[src/decode_pkg.sv]
// decode stage shared types: fetch entry, decoded micro-instruction, operations, opcodes
package decode_pkg;

	// major opcodes, bits [6:0] of a 32-bit instruction
	localparam logic [6:0] opc_load      = 7'b0000011;
	localparam logic [6:0] opc_misc_mem  = 7'b0001111;
	localparam logic [6:0] opc_op_imm    = 7'b0010011;
	localparam logic [6:0] opc_auipc     = 7'b0010111;
	localparam logic [6:0] opc_op_imm_32 = 7'b0011011;
	localparam logic [6:0] opc_store     = 7'b0100011;
	localparam logic [6:0] opc_op        = 7'b0110011;
	localparam logic [6:0] opc_lui       = 7'b0110111;
	localparam logic [6:0] opc_op_32     = 7'b0111011;
	localparam logic [6:0] opc_branch    = 7'b1100011;
	localparam logic [6:0] opc_jalr      = 7'b1100111;
	localparam logic [6:0] opc_jal       = 7'b1101111;
	localparam logic [6:0] opc_system    = 7'b1110011;

	// one value per recognised instruction
	typedef enum logic [6:0] {
		op_illegal,
		op_lui, op_auipc, op_jal, op_jalr,
		op_beq, op_bne, op_blt, op_bge, op_bltu, op_bgeu,
		op_lb, op_lh, op_lw, op_ld, op_lbu, op_lhu, op_lwu,
		op_sb, op_sh, op_sw, op_sd,
		op_addi, op_addiw, op_slti, op_sltiu, op_xori, op_ori, op_andi,
		op_slli, op_slliw, op_srli, op_srliw, op_srai, op_sraiw,
		op_add, op_addw, op_sub, op_subw, op_sll, op_sllw,
		op_slt, op_sltu, op_xor, op_srl, op_srlw, op_sra, op_sraw,
		op_or, op_and,
		op_fence, op_fence_i,
		op_csrrw, op_csrrs, op_csrrc, op_csrrwi, op_csrrsi, op_csrrci,
		op_ecall, op_ebreak, op_mret,
		op_mul, op_mulh, op_mulhsu, op_mulhu,
		op_div, op_divu, op_rem, op_remu,
		op_mulw, op_divw, op_divuw, op_remw, op_remuw
	} instr_op_t;

	// what fetch hands over, is_rvc already set for expanded words
	typedef struct packed {
		logic [31:0] instr;
		logic [63:0] pc;
		logic        is_rvc;
	} fetch_entry_t;

	// decoded micro-instruction as seen by issue
	typedef struct packed {
		instr_op_t   op;
		logic [63:0] imm;
		logic [63:0] pc;
		logic [5:0]  shamt;
		logic [4:0]  rd;
		logic [4:0]  rs1;
		logic [4:0]  rs2;
		logic        is_rvc;
		logic        illegal;
		logic        access_fault;
	} decode_info_t;

endpackage

[src/decode_stage.sv]
// decode stage top: fetch queue, instruction decoder and decoded micro-instruction queue
`timescale 1ns/1ps

module decode_stage import decode_pkg::*; #(
	parameter int FETCH_DEPTH = 4,
	parameter int UOP_DEPTH   = 4
) (
	input  logic         clk,
	input  logic         reset,

	// fetch side
	input  logic         fetch_push,
	input  fetch_entry_t fetch_entry,
	output logic         fetch_full,

	// issue side
	input  logic         uop_pop,
	output decode_info_t uop_info,
	output logic         uop_empty
);

	fetch_entry_t fetch_head;
	decode_info_t dec_info;
	logic         fetch_empty;
	logic         uop_full;
	logic         xfer;

	// move one entry per cycle whenever there is one and room for it
	assign xfer = !fetch_empty && !uop_full;

	sync_fifo #(
		.DEPTH     (FETCH_DEPTH),
		.payload_t (fetch_entry_t)
	) u_fetch_q (
		.clk       (clk),
		.reset     (reset),
		.push      (fetch_push),
		.push_data (fetch_entry),
		.pop       (xfer),
		.head      (fetch_head),
		.full      (fetch_full),
		.empty     (fetch_empty)
	);

	// decodes the fetch queue head in the same cycle it is transferred
	decoder32 u_decoder (
		.fetch (fetch_head),
		.info  (dec_info)
	);

	sync_fifo #(
		.DEPTH     (UOP_DEPTH),
		.payload_t (decode_info_t)
	) u_uop_q (
		.clk       (clk),
		.reset     (reset),
		.push      (xfer),
		.push_data (dec_info),
		.pop       (uop_pop),
		.head      (uop_info),
		.full      (uop_full),
		.empty     (uop_empty)
	);

endmodule

[src/decoder32.sv]
// combinational RV64IM + Zicsr + Zifencei instruction decoder
`timescale 1ns/1ps

module decoder32 import decode_pkg::*; (
	input  fetch_entry_t fetch,
	output decode_info_t info
);

	typedef enum logic [2:0] {
		fmt_none,
		fmt_i,
		fmt_s,
		fmt_b,
		fmt_u,
		fmt_j
	} imm_fmt_t;

	localparam logic [31:0] mret_word = 32'h30200073;

	logic [31:0] instr;
	logic [6:0]  opcode;
	logic [2:0]  funct3;
	logic [6:0]  funct7;
	logic [4:0]  rd;
	logic [4:0]  rs1;
	logic [4:0]  rs2;
	logic [63:0] imm_i;
	logic [63:0] imm_s;
	logic [63:0] imm_b;
	logic [63:0] imm_u;
	logic [63:0] imm_j;
	logic [63:0] imm;
	instr_op_t   op;
	imm_fmt_t    fmt;
	logic        zero_rd;

	assign instr  = fetch.instr;
	assign opcode = instr[6:0];
	assign rd     = instr[11:7];
	assign funct3 = instr[14:12];
	assign rs1    = instr[19:15];
	assign rs2    = instr[24:20];
	assign funct7 = instr[31:25];

	// all immediates sign-extend from bit 31
	assign imm_i = {{52{instr[31]}}, instr[31:20]};
	assign imm_s = {{52{instr[31]}}, instr[31:25], instr[11:7]};
	assign imm_b = {{52{instr[31]}}, instr[7], instr[30:25], instr[11:8], 1'b0};
	assign imm_u = {{32{instr[31]}}, instr[31:12], 12'b0};
	assign imm_j = {{44{instr[31]}}, instr[19:12], instr[20], instr[30:21], 1'b0};

	always_comb begin
		op  = op_illegal;
		fmt = fmt_none;
		case (opcode)
			opc_lui: begin
				op  = op_lui;
				fmt = fmt_u;
			end
			opc_auipc: begin
				op  = op_auipc;
				fmt = fmt_u;
			end
			opc_jal: begin
				op  = op_jal;
				fmt = fmt_j;
			end
			opc_jalr: begin
				fmt = fmt_i;
				if (funct3 == 3'b000) op = op_jalr;
			end
			opc_branch: begin
				fmt = fmt_b;
				case (funct3)
					3'b000:  op = op_beq;
					3'b001:  op = op_bne;
					3'b100:  op = op_blt;
					3'b101:  op = op_bge;
					3'b110:  op = op_bltu;
					3'b111:  op = op_bgeu;
					default: op = op_illegal;
				endcase
			end
			opc_load: begin
				fmt = fmt_i;
				case (funct3)
					3'b000:  op = op_lb;
					3'b001:  op = op_lh;
					3'b010:  op = op_lw;
					3'b011:  op = op_ld;
					3'b100:  op = op_lbu;
					3'b101:  op = op_lhu;
					3'b110:  op = op_lwu;
					default: op = op_illegal;
				endcase
			end
			opc_store: begin
				fmt = fmt_s;
				case (funct3)
					3'b000:  op = op_sb;
					3'b001:  op = op_sh;
					3'b010:  op = op_sw;
					3'b011:  op = op_sd;
					default: op = op_illegal;
				endcase
			end
			opc_op_imm: begin
				fmt = fmt_i;
				// 64-bit shifts use funct7[0] as shamt[5]
				case (funct3)
					3'b000: op = op_addi;
					3'b010: op = op_slti;
					3'b011: op = op_sltiu;
					3'b100: op = op_xori;
					3'b110: op = op_ori;
					3'b111: op = op_andi;
					3'b001: if (funct7[6:1] == 6'b000000) op = op_slli;
					3'b101: begin
						if (funct7[6:1] == 6'b000000) op = op_srli;
						else if (funct7[6:1] == 6'b010000) op = op_srai;
					end
					default: op = op_illegal;
				endcase
			end
			opc_op_imm_32: begin
				fmt = fmt_i;
				case (funct3)
					3'b000: op = op_addiw;
					3'b001: if (funct7 == 7'b0000000) op = op_slliw;
					3'b101: begin
						if (funct7 == 7'b0000000) op = op_srliw;
						else if (funct7 == 7'b0100000) op = op_sraiw;
					end
					default: op = op_illegal;
				endcase
			end
			opc_op: begin
				if (funct7 == 7'b0000000) begin
					case (funct3)
						3'b000: op = op_add;
						3'b001: op = op_sll;
						3'b010: op = op_slt;
						3'b011: op = op_sltu;
						3'b100: op = op_xor;
						3'b101: op = op_srl;
						3'b110: op = op_or;
						3'b111: op = op_and;
					endcase
				end else if (funct7 == 7'b0100000) begin
					if (funct3 == 3'b000) op = op_sub;
					else if (funct3 == 3'b101) op = op_sra;
				end else if (funct7 == 7'b0000001) begin
					// M extension
					case (funct3)
						3'b000: op = op_mul;
						3'b001: op = op_mulh;
						3'b010: op = op_mulhsu;
						3'b011: op = op_mulhu;
						3'b100: op = op_div;
						3'b101: op = op_divu;
						3'b110: op = op_rem;
						3'b111: op = op_remu;
					endcase
				end
			end
			opc_op_32: begin
				if (funct7 == 7'b0000000) begin
					if (funct3 == 3'b000) op = op_addw;
					else if (funct3 == 3'b001) op = op_sllw;
					else if (funct3 == 3'b101) op = op_srlw;
				end else if (funct7 == 7'b0100000) begin
					if (funct3 == 3'b000) op = op_subw;
					else if (funct3 == 3'b101) op = op_sraw;
				end else if (funct7 == 7'b0000001) begin
					case (funct3)
						3'b000:  op = op_mulw;
						3'b100:  op = op_divw;
						3'b101:  op = op_divuw;
						3'b110:  op = op_remw;
						3'b111:  op = op_remuw;
						default: op = op_illegal;
					endcase
				end
			end
			opc_misc_mem: begin
				fmt = fmt_i;
				if (funct3 == 3'b000) op = op_fence;
				else if (funct3 == 3'b001) op = op_fence_i;
			end
			opc_system: begin
				// csr forms carry the csr address in the I immediate
				fmt = fmt_i;
				case (funct3)
					3'b000: begin
						fmt = fmt_none;
						if (instr == mret_word) op = op_mret;
						else if (instr[31:20] == 12'h000) op = op_ecall;
						else if (instr[31:20] == 12'h001) op = op_ebreak;
					end
					3'b001:  op = op_csrrw;
					3'b010:  op = op_csrrs;
					3'b011:  op = op_csrrc;
					3'b101:  op = op_csrrwi;
					3'b110:  op = op_csrrsi;
					3'b111:  op = op_csrrci;
					default: op = op_illegal;
				endcase
			end
			default: op = op_illegal;
		endcase
		// nothing recognised, no immediate
		if (op == op_illegal) fmt = fmt_none;
	end

	always_comb begin
		case (fmt)
			fmt_i:   imm = imm_i;
			fmt_s:   imm = imm_s;
			fmt_b:   imm = imm_b;
			fmt_u:   imm = imm_u;
			fmt_j:   imm = imm_j;
			default: imm = '0;
		endcase
	end

	// these write no register
	assign zero_rd = op inside {op_beq, op_bne, op_blt, op_bge, op_bltu, op_bgeu,
		op_sb, op_sh, op_sw, op_sd, op_fence, op_fence_i, op_ecall, op_ebreak};

	always_comb begin
		info.op           = op;
		info.imm          = imm;
		info.pc           = fetch.pc;
		info.shamt        = instr[25:20];
		info.rd           = zero_rd ? 5'd0 : rd;
		info.rs1          = rs1;
		info.rs2          = rs2;
		info.is_rvc       = fetch.is_rvc;
		info.illegal      = (op == op_illegal);
		info.access_fault = 1'b0;
	end

endmodule

[src/sync_fifo.sv]
// synchronous circular queue with a generic payload, push/pop strobes and full/empty levels
`timescale 1ns/1ps

module sync_fifo #(
	parameter int DEPTH = 4,
	parameter type payload_t = logic
) (
	input  logic     clk,
	input  logic     reset,
	input  logic     push,
	input  payload_t push_data,
	input  logic     pop,
	output payload_t head,
	output logic     full,
	output logic     empty
);

	localparam int PTR_W = $clog2(DEPTH);

	payload_t mem [DEPTH];

	logic [PTR_W-1:0] wr_ptr;
	logic [PTR_W-1:0] rd_ptr;
	logic [PTR_W:0]   count;
	logic             do_push;
	logic             do_pop;

	// strobes are qualified here as well, callers normally gate them already
	assign do_push = push && !full;
	assign do_pop  = pop && !empty;

	assign full  = (count == (PTR_W + 1)'(DEPTH));
	assign empty = (count == '0);

	// head comes straight from storage, no extra register stage
	assign head = mem[rd_ptr];

	always_ff @(posedge clk) begin
		if (do_push) begin
			mem[wr_ptr] <= push_data;
		end
	end

	always_ff @(posedge clk) begin
		if (reset) begin
			wr_ptr <= '0;
			rd_ptr <= '0;
			count  <= '0;
		end else begin
			// depth is a power of two so pointers wrap on their own
			if (do_push) begin
				wr_ptr <= wr_ptr + 1'b1;
			end
			if (do_pop) begin
				rd_ptr <= rd_ptr + 1'b1;
			end
			case ({do_push, do_pop})
				2'b10:   count <= count + 1'b1;
				2'b01:   count <= count - 1'b1;
				default: count <= count;
			endcase
		end
	end

endmodule

[config.mk]
export PLATFORM = sky130hd
export DESIGN_NAME = decode_stage
export DESIGN_NICKNAME = d
export VERILOG_FILES = /design/src/decode_pkg.sv /design/src/decode_stage.sv /design/src/decoder32.sv /design/src/sync_fifo.sv
export SDC_FILE = /design/constraint.sdc
export NUM_CORES = 1
export LEC_CHECK = 0
export ABC_AREA = 1
export ABC_CLOCK_PERIOD_IN_PS = 11050
export BUFFER_PORTS_ARGS = -buffer_cell sky130_fd_sc_hd__buf_4
export CORE_MARGIN = 2
export CORE_UTILIZATION = 45
export DETAILED_ROUTE_END_ITERATION = 7
export GPL_TIMING_DRIVEN = 0
export PLACE_DENSITY_LB_ADDON = 0.08
export SLEW_MARGIN = 20
export SYNTH_ARGS = -nofsm -noshare
export SYNTH_HDL_FRONTEND = slang
export SYNTH_HIERARCHICAL = 1
export SYNTH_SLANG_ARGS = --single-unit
[constraint.sdc]
create_clock -name clk -period 11.05 [get_ports clk]
set_input_delay 2.7625 -clock clk [delete_from_list [all_inputs] [get_ports clk]]
set_output_delay 2.7625 -clock clk [all_outputs]
set_load 0.005 [all_outputs]
==> run_summary.xml <==
<?xml version="1.0" encoding="UTF-8"?>
<metrics>
  <group name="outcome">
    <metric name="outcome" unit="">finished clean</metric>
  </group>
  <group name="clocking">
    <metric name="numClockSinks" unit="">1042</metric>
    <metric name="cts_tree" unit="">built</metric>
    <metric name="cts_setup_buffers" unit="">0</metric>
    <metric name="root_buffer" unit="">sky130_fd_sc_hd__clkbuf_16</metric>
    <metric name="cts-buffers-inserted" unit="">107</metric>
    <metric name="number_of_hold_repair_buffers_added_at_the_cts_stage" unit="">0</metric>
    <metric name="cts-resized-gates" unit="">0</metric>
    <metric name="cts_htree_levels" unit="">3</metric>
    <metric name="clk_latency" unit="ps">690</metric>
    <metric name="clockBufferDepth" unit="">3</metric>
    <metric name="clock_edge_transition_at_the_registers_on_the_reported_setup_and_hold_paths" unit="ps">60</metric>
  </group>
  <group name="sta">
    <metric name="setup_tns" unit="ps">0</metric>
    <metric name="tightestPinTransition" unit="ps">1170</metric>
    <metric name="clock_skew" unit="ps">24.9</metric>
    <metric name="post-route-worst-setup-slack" unit="ps">3990</metric>
    <metric name="max_clock_freq" unit="MHz">142</metric>
    <metric name="worst_hold_slack" unit="ps">499</metric>
    <metric name="maxSlewHeadroom" unit="%">22.0</metric>
    <metric name="rsz0062_at_grt" unit="">false</metric>
    <metric name="final_min_period_over_clock_period" unit="%">63.9</metric>
    <metric name="finalMaxSlewViolations" unit="">0</metric>
    <metric name="setup_viol" unit="">0</metric>
    <metric name="shortest_clock_period_the_worst_path_allows_after_layout" unit="ps">7060</metric>
    <metric name="hold_viol_final" unit="">0</metric>
  </group>
  <group name="detailed_routing">
    <metric name="post-route-drc-count" unit="">0</metric>
    <metric name="initialDrtViolationCount" unit="">2322</metric>
    <metric name="viasPerCell" unit="">5.50</metric>
    <metric name="post_drt_wl_per_cell" unit="um">23.9</metric>
    <metric name="vias" unit="">26893</metric>
    <metric name="drtPass1Iterations" unit="">7</metric>
    <metric name="ant_nets" unit="">0</metric>
    <metric name="routed_wirelength" unit="um">117000</metric>
  </group>
  <group name="pwr">
    <metric name="p_sw_share" unit="%">34.3</metric>
    <metric name="worst_ir_drop_vdd" unit="V">0.000149</metric>
    <metric name="power.clock.fraction" unit="%">24.6</metric>
    <metric name="pwr_density_cell" unit="nW/um^2">288</metric>
    <metric name="power.internal" unit="mW">9.48</metric>
    <metric name="power.share.combinational" unit="%">35.5</metric>
    <metric name="power_frac_seq" unit="%">39.8</metric>
    <metric name="finalPower" unit="mW">14.4</metric>
    <metric name="p_leak" unit="nW">18.0</metric>
    <metric name="switchingPower" unit="mW">4.94</metric>
  </group>
  <group name="global_route">
    <metric name="antenna_violations_before_repair" unit="">15</metric>
    <metric name="vias_in_the_first_global_route" unit="">26310</metric>
    <metric name="globalRouteTotalUtil" unit="%">24.2</metric>
    <metric name="grt_pass1_wl" unit="um">169000</metric>
    <metric name="global_route.overflow_total" unit="">0</metric>
    <metric name="grt_start_max_net_pins" unit="">37</metric>
  </group>
  <group name="layout">
    <metric name="final_nets" unit="">3724</metric>
    <metric name="post_route_cells_drive_above_1_share" unit="%">19.4</metric>
    <metric name="multi_input_comb_area" unit="um^2">8400</metric>
    <metric name="layout.area.seq" unit="um^2">31100</metric>
    <metric name="fill_cells" unit="">7610</metric>
    <metric name="layout-area-overhead-vs-synth" unit="%">20.1</metric>
  </group>
  <group name="hold_path">
    <metric name="holdCritPathClass" unit="">reg2reg</metric>
    <metric name="whs_endpoint" unit="">u_uop_q/rd_ptr[1]</metric>
    <metric name="min_delay_path_depth" unit="">2</metric>
    <metric name="worstHoldStart" unit="">u_uop_q/rd_ptr[1]</metric>
  </group>
  <group name="setup_path">
    <metric name="crit_fanout" unit="">36</metric>
    <metric name="timing.reg2reg.worst_path_depth" unit="">24</metric>
    <metric name="critical_path_arrival" unit="ps">7480</metric>
    <metric name="critical_path_required" unit="ps">11480</metric>
    <metric name="capturing_element_type_of_the_critical_path" unit="">register</metric>
    <metric name="regToRegSetupSlack" unit="ps">3990</metric>
    <metric name="regToRegEndpoint" unit="">u_uop_q/mem[2][147]</metric>
    <metric name="class_of_the_most_critical_setup_path" unit="">reg2reg</metric>
    <metric name="crit_path_start_kind" unit="">register</metric>
  </group>
  <group name="synth">
    <metric name="synth.yosys.seq_area_share" unit="%">74.7</metric>
    <metric name="number_of_synthesized_flops_with_an_enable_pin" unit="">1024</metric>
    <metric name="synth_cell_type_count" unit="">38</metric>
    <metric name="synth_area" unit="um^2">41600</metric>
    <metric name="yosys_warnings" unit="">6</metric>
    <metric name="synthesis.area_per_instance" unit="um^2">13.1</metric>
    <metric name="synthesis.instances" unit="">3180</metric>
    <metric name="synth_nets" unit="">3299</metric>
    <metric name="synth-main-ff-cell" unit="">sky130_fd_sc_hd__edfxtp_1</metric>
    <metric name="synth-seq-cells" unit="">1042</metric>
    <metric name="synth_async_reset_ratio" unit="%">0</metric>
  </group>
  <group name="placed_design">
    <metric name="dp_hpwl" unit="um">78800</metric>
    <metric name="gpl.final_weighted_congestion" unit="">0.913</metric>
    <metric name="dp_worst_setup_slack" unit="ps">4000</metric>
    <metric name="io_buffers" unit="">261</metric>
  </group>
  <group name="floorplan">
    <metric name="std_cell_rows" unit="">111</metric>
    <metric name="io_pins" unit="">262</metric>
    <metric name="fp.dieH" unit="um">308</metric>
    <metric name="fp.dieArea" unit="um^2">95000</metric>
    <metric name="core-area" unit="um^2">91700</metric>
    <metric name="initial_utilization" unit="%">45.4</metric>
    <metric name="chipWidth" unit="um">308</metric>
  </group>
  <group name="job">
    <metric name="cap_violations" unit="">0</metric>
  </group>
</metrics>
metrics by stage:
step	util [%]	cell area [um^2]	instances
after floorplan	-	41600	3180
after global placement	49.2	45100	4627
after detailed placement	50.7	46500	4682
after CTS	54.5	50000	4884
after global routing	54.6	50000	4886
final	54.6	50000	4890
cells in the final DEF (no fill, tap or decap), types with 3 or more instances in the layout:
cell type	n
sky130_fd_sc_hd__nor2_4	11
sky130_fd_sc_hd__o21ai_0	465
sky130_fd_sc_hd__inv_2	9
sky130_fd_sc_hd__clkbuf_8	5
sky130_fd_sc_hd__dfxtp_1	18
sky130_fd_sc_hd__buf_6	21
sky130_fd_sc_hd__nor2_1	609
sky130_fd_sc_hd__buf_4	390
sky130_fd_sc_hd__clkinv_1	29
sky130_fd_sc_hd__bufinv_16	10
sky130_fd_sc_hd__nand4_1	5
sky130_fd_sc_hd__a21oi_1	31
sky130_fd_sc_hd__diode_2	6
sky130_fd_sc_hd__nand3_2	4
sky130_fd_sc_hd__nand3_1	60
sky130_fd_sc_hd__o21ai_1	68
sky130_fd_sc_hd__ha_1	16
sky130_fd_sc_hd__clkbuf_16	109
sky130_fd_sc_hd__buf_2	44
sky130_fd_sc_hd__buf_16	29
sky130_fd_sc_hd__nand2_1	172
sky130_fd_sc_hd__clkbuf_1	109
sky130_fd_sc_hd__o22ai_1	256
sky130_fd_sc_hd__clkbuf_2	4
sky130_fd_sc_hd__nor2_2	9
sky130_fd_sc_hd__nand2_2	7
sky130_fd_sc_hd__clkinv_8	3
sky130_fd_sc_hd__edfxtp_1	1024
sky130_fd_sc_hd__inv_1	101
sky130_fd_sc_hd__nor3_1	4
sky130_fd_sc_hd__buf_12	26
sky130_fd_sc_hd__o22ai_2	3
sky130_fd_sc_hd__clkinv_2	21
worst max-delay path by stage:
stage	start	end	cells past startpoint
detailed placement	register	u_uop_q/mem[1][129]	24
global placement	u_uop_q/count[1]	u_uop_q/mem[3][87]	6
floorplan	u_uop_q/count[1]	u_uop_q/mem[0][0]	6
CTS	register	u_uop_q/mem[1][129]	24
global route	register	u_uop_q/mem[1][131]	23
finish	register	u_uop_q/mem[2][147]	24
synth_stat cells (all sizes together), types with 2 or more instances:
library cell	n	area (um^2)
edfxtp	1024	30700
nor2	629	2410
o21ai	533	2670
o22ai	259	1620
buf	194	1430
nand2	180	701
inv	112	425
clkbuf	93	354
nand3	66	375
a21oi	31	155
dfxtp	18	360
ha	16	200
nand4	6	43.8
nor3	4	20.0
o211ai	3	27.5
dlygate4sd1	2	17.5
fa	2	40.0
nand3b	2	15.0
per-layer routing:
layer / share of wire, % / global-route usage (%) / up-vias / routed length [um]
li1: - / - / 12400 / -
met1: 40 / 31.1 / 13310 / 46500
met2: 49 / 40.6 / 953 / 57600
met3: 7.6 / 5.41 / 214 / 8820
met4: 3.2 / 8.16 / 16 / 3780
met5: 0.076 / 0 / - / 89
final cells by class:
class / instances / area share [%]
flip-flops and latches: 1042 / 62.2
well taps: 1186 / 2.97
clock buffers: 134 / 5.74
inverters: 112 / 0.851
plain buffers: 289 / 3.59
repair buffers: 316 / 6.55
clock inverters: 68 / 1.27
multi-input cells: 1737 / 16.8
diodes: 6 / 0.0300
power groups by stage:
stage / clock network, mW / registers (mW) / logic, mW
global route: 3.77 / 5.80 / 5.54
floorplan: 0 / 5.97 / 2.55
CTS: 3.62 / 5.74 / 5.18
finish: 3.55 / 5.74 / 5.12
detailed placement: 0 / 5.82 / 5.16
global placement: 0 / 5.98 / 4.45
logic make-up (layout without fill, tap and decap cells):
group	count (synthesis)	in the layout	share of synthesized area [%]
flip-flops	1042	1042	74.7
AO/OA/AOI/OAI	831	831	10.8
buffers and inverters	401	919	5.34
adder cells (fa/ha/maj)	18	18	0.577
AND/OR/NAND/NOR	887	887	8.55
other	1	7	0.00900
registers in the layout (all words and copies together), names as in the netlist, named ones only:
signal,cells
u_uop_q/rd_ptr,2
u_fetch_q/rd_ptr,2
u_fetch_q/mem,388
u_uop_q/count,3
u_uop_q/wr_ptr,2
u_fetch_q/wr_ptr,2
u_uop_q/mem,636
u_fetch_q/count,3
critical path, stage by stage (launching register included):
cell                       delay [ps]
sky130_fd_sc_hd__dfxtp_1          580
sky130_fd_sc_hd__inv_2            380
sky130_fd_sc_hd__buf_6            220
sky130_fd_sc_hd__clkbuf_1         420
sky130_fd_sc_hd__o21ai_1          140
sky130_fd_sc_hd__o22ai_1          900
sky130_fd_sc_hd__inv_1            220
sky130_fd_sc_hd__ha_1             250
sky130_fd_sc_hd__buf_2            190
sky130_fd_sc_hd__nand2_1          230
sky130_fd_sc_hd__inv_1            240
sky130_fd_sc_hd__nor2_1           160
sky130_fd_sc_hd__nand2_1           60
sky130_fd_sc_hd__nand3_1           70
sky130_fd_sc_hd__nand2_1           60
sky130_fd_sc_hd__nor2_1           220
sky130_fd_sc_hd__nand4_2          270
sky130_fd_sc_hd__nor2_2           240
sky130_fd_sc_hd__nand3_4          160
sky130_fd_sc_hd__nand3_4          120
sky130_fd_sc_hd__nor2_2            60
sky130_fd_sc_hd__nand2_2          130
sky130_fd_sc_hd__buf_6            160
sky130_fd_sc_hd__nand3_2          740
sky130_fd_sc_hd__buf_4            470
No activity file was read; power rests on OpenSTA's default activity.
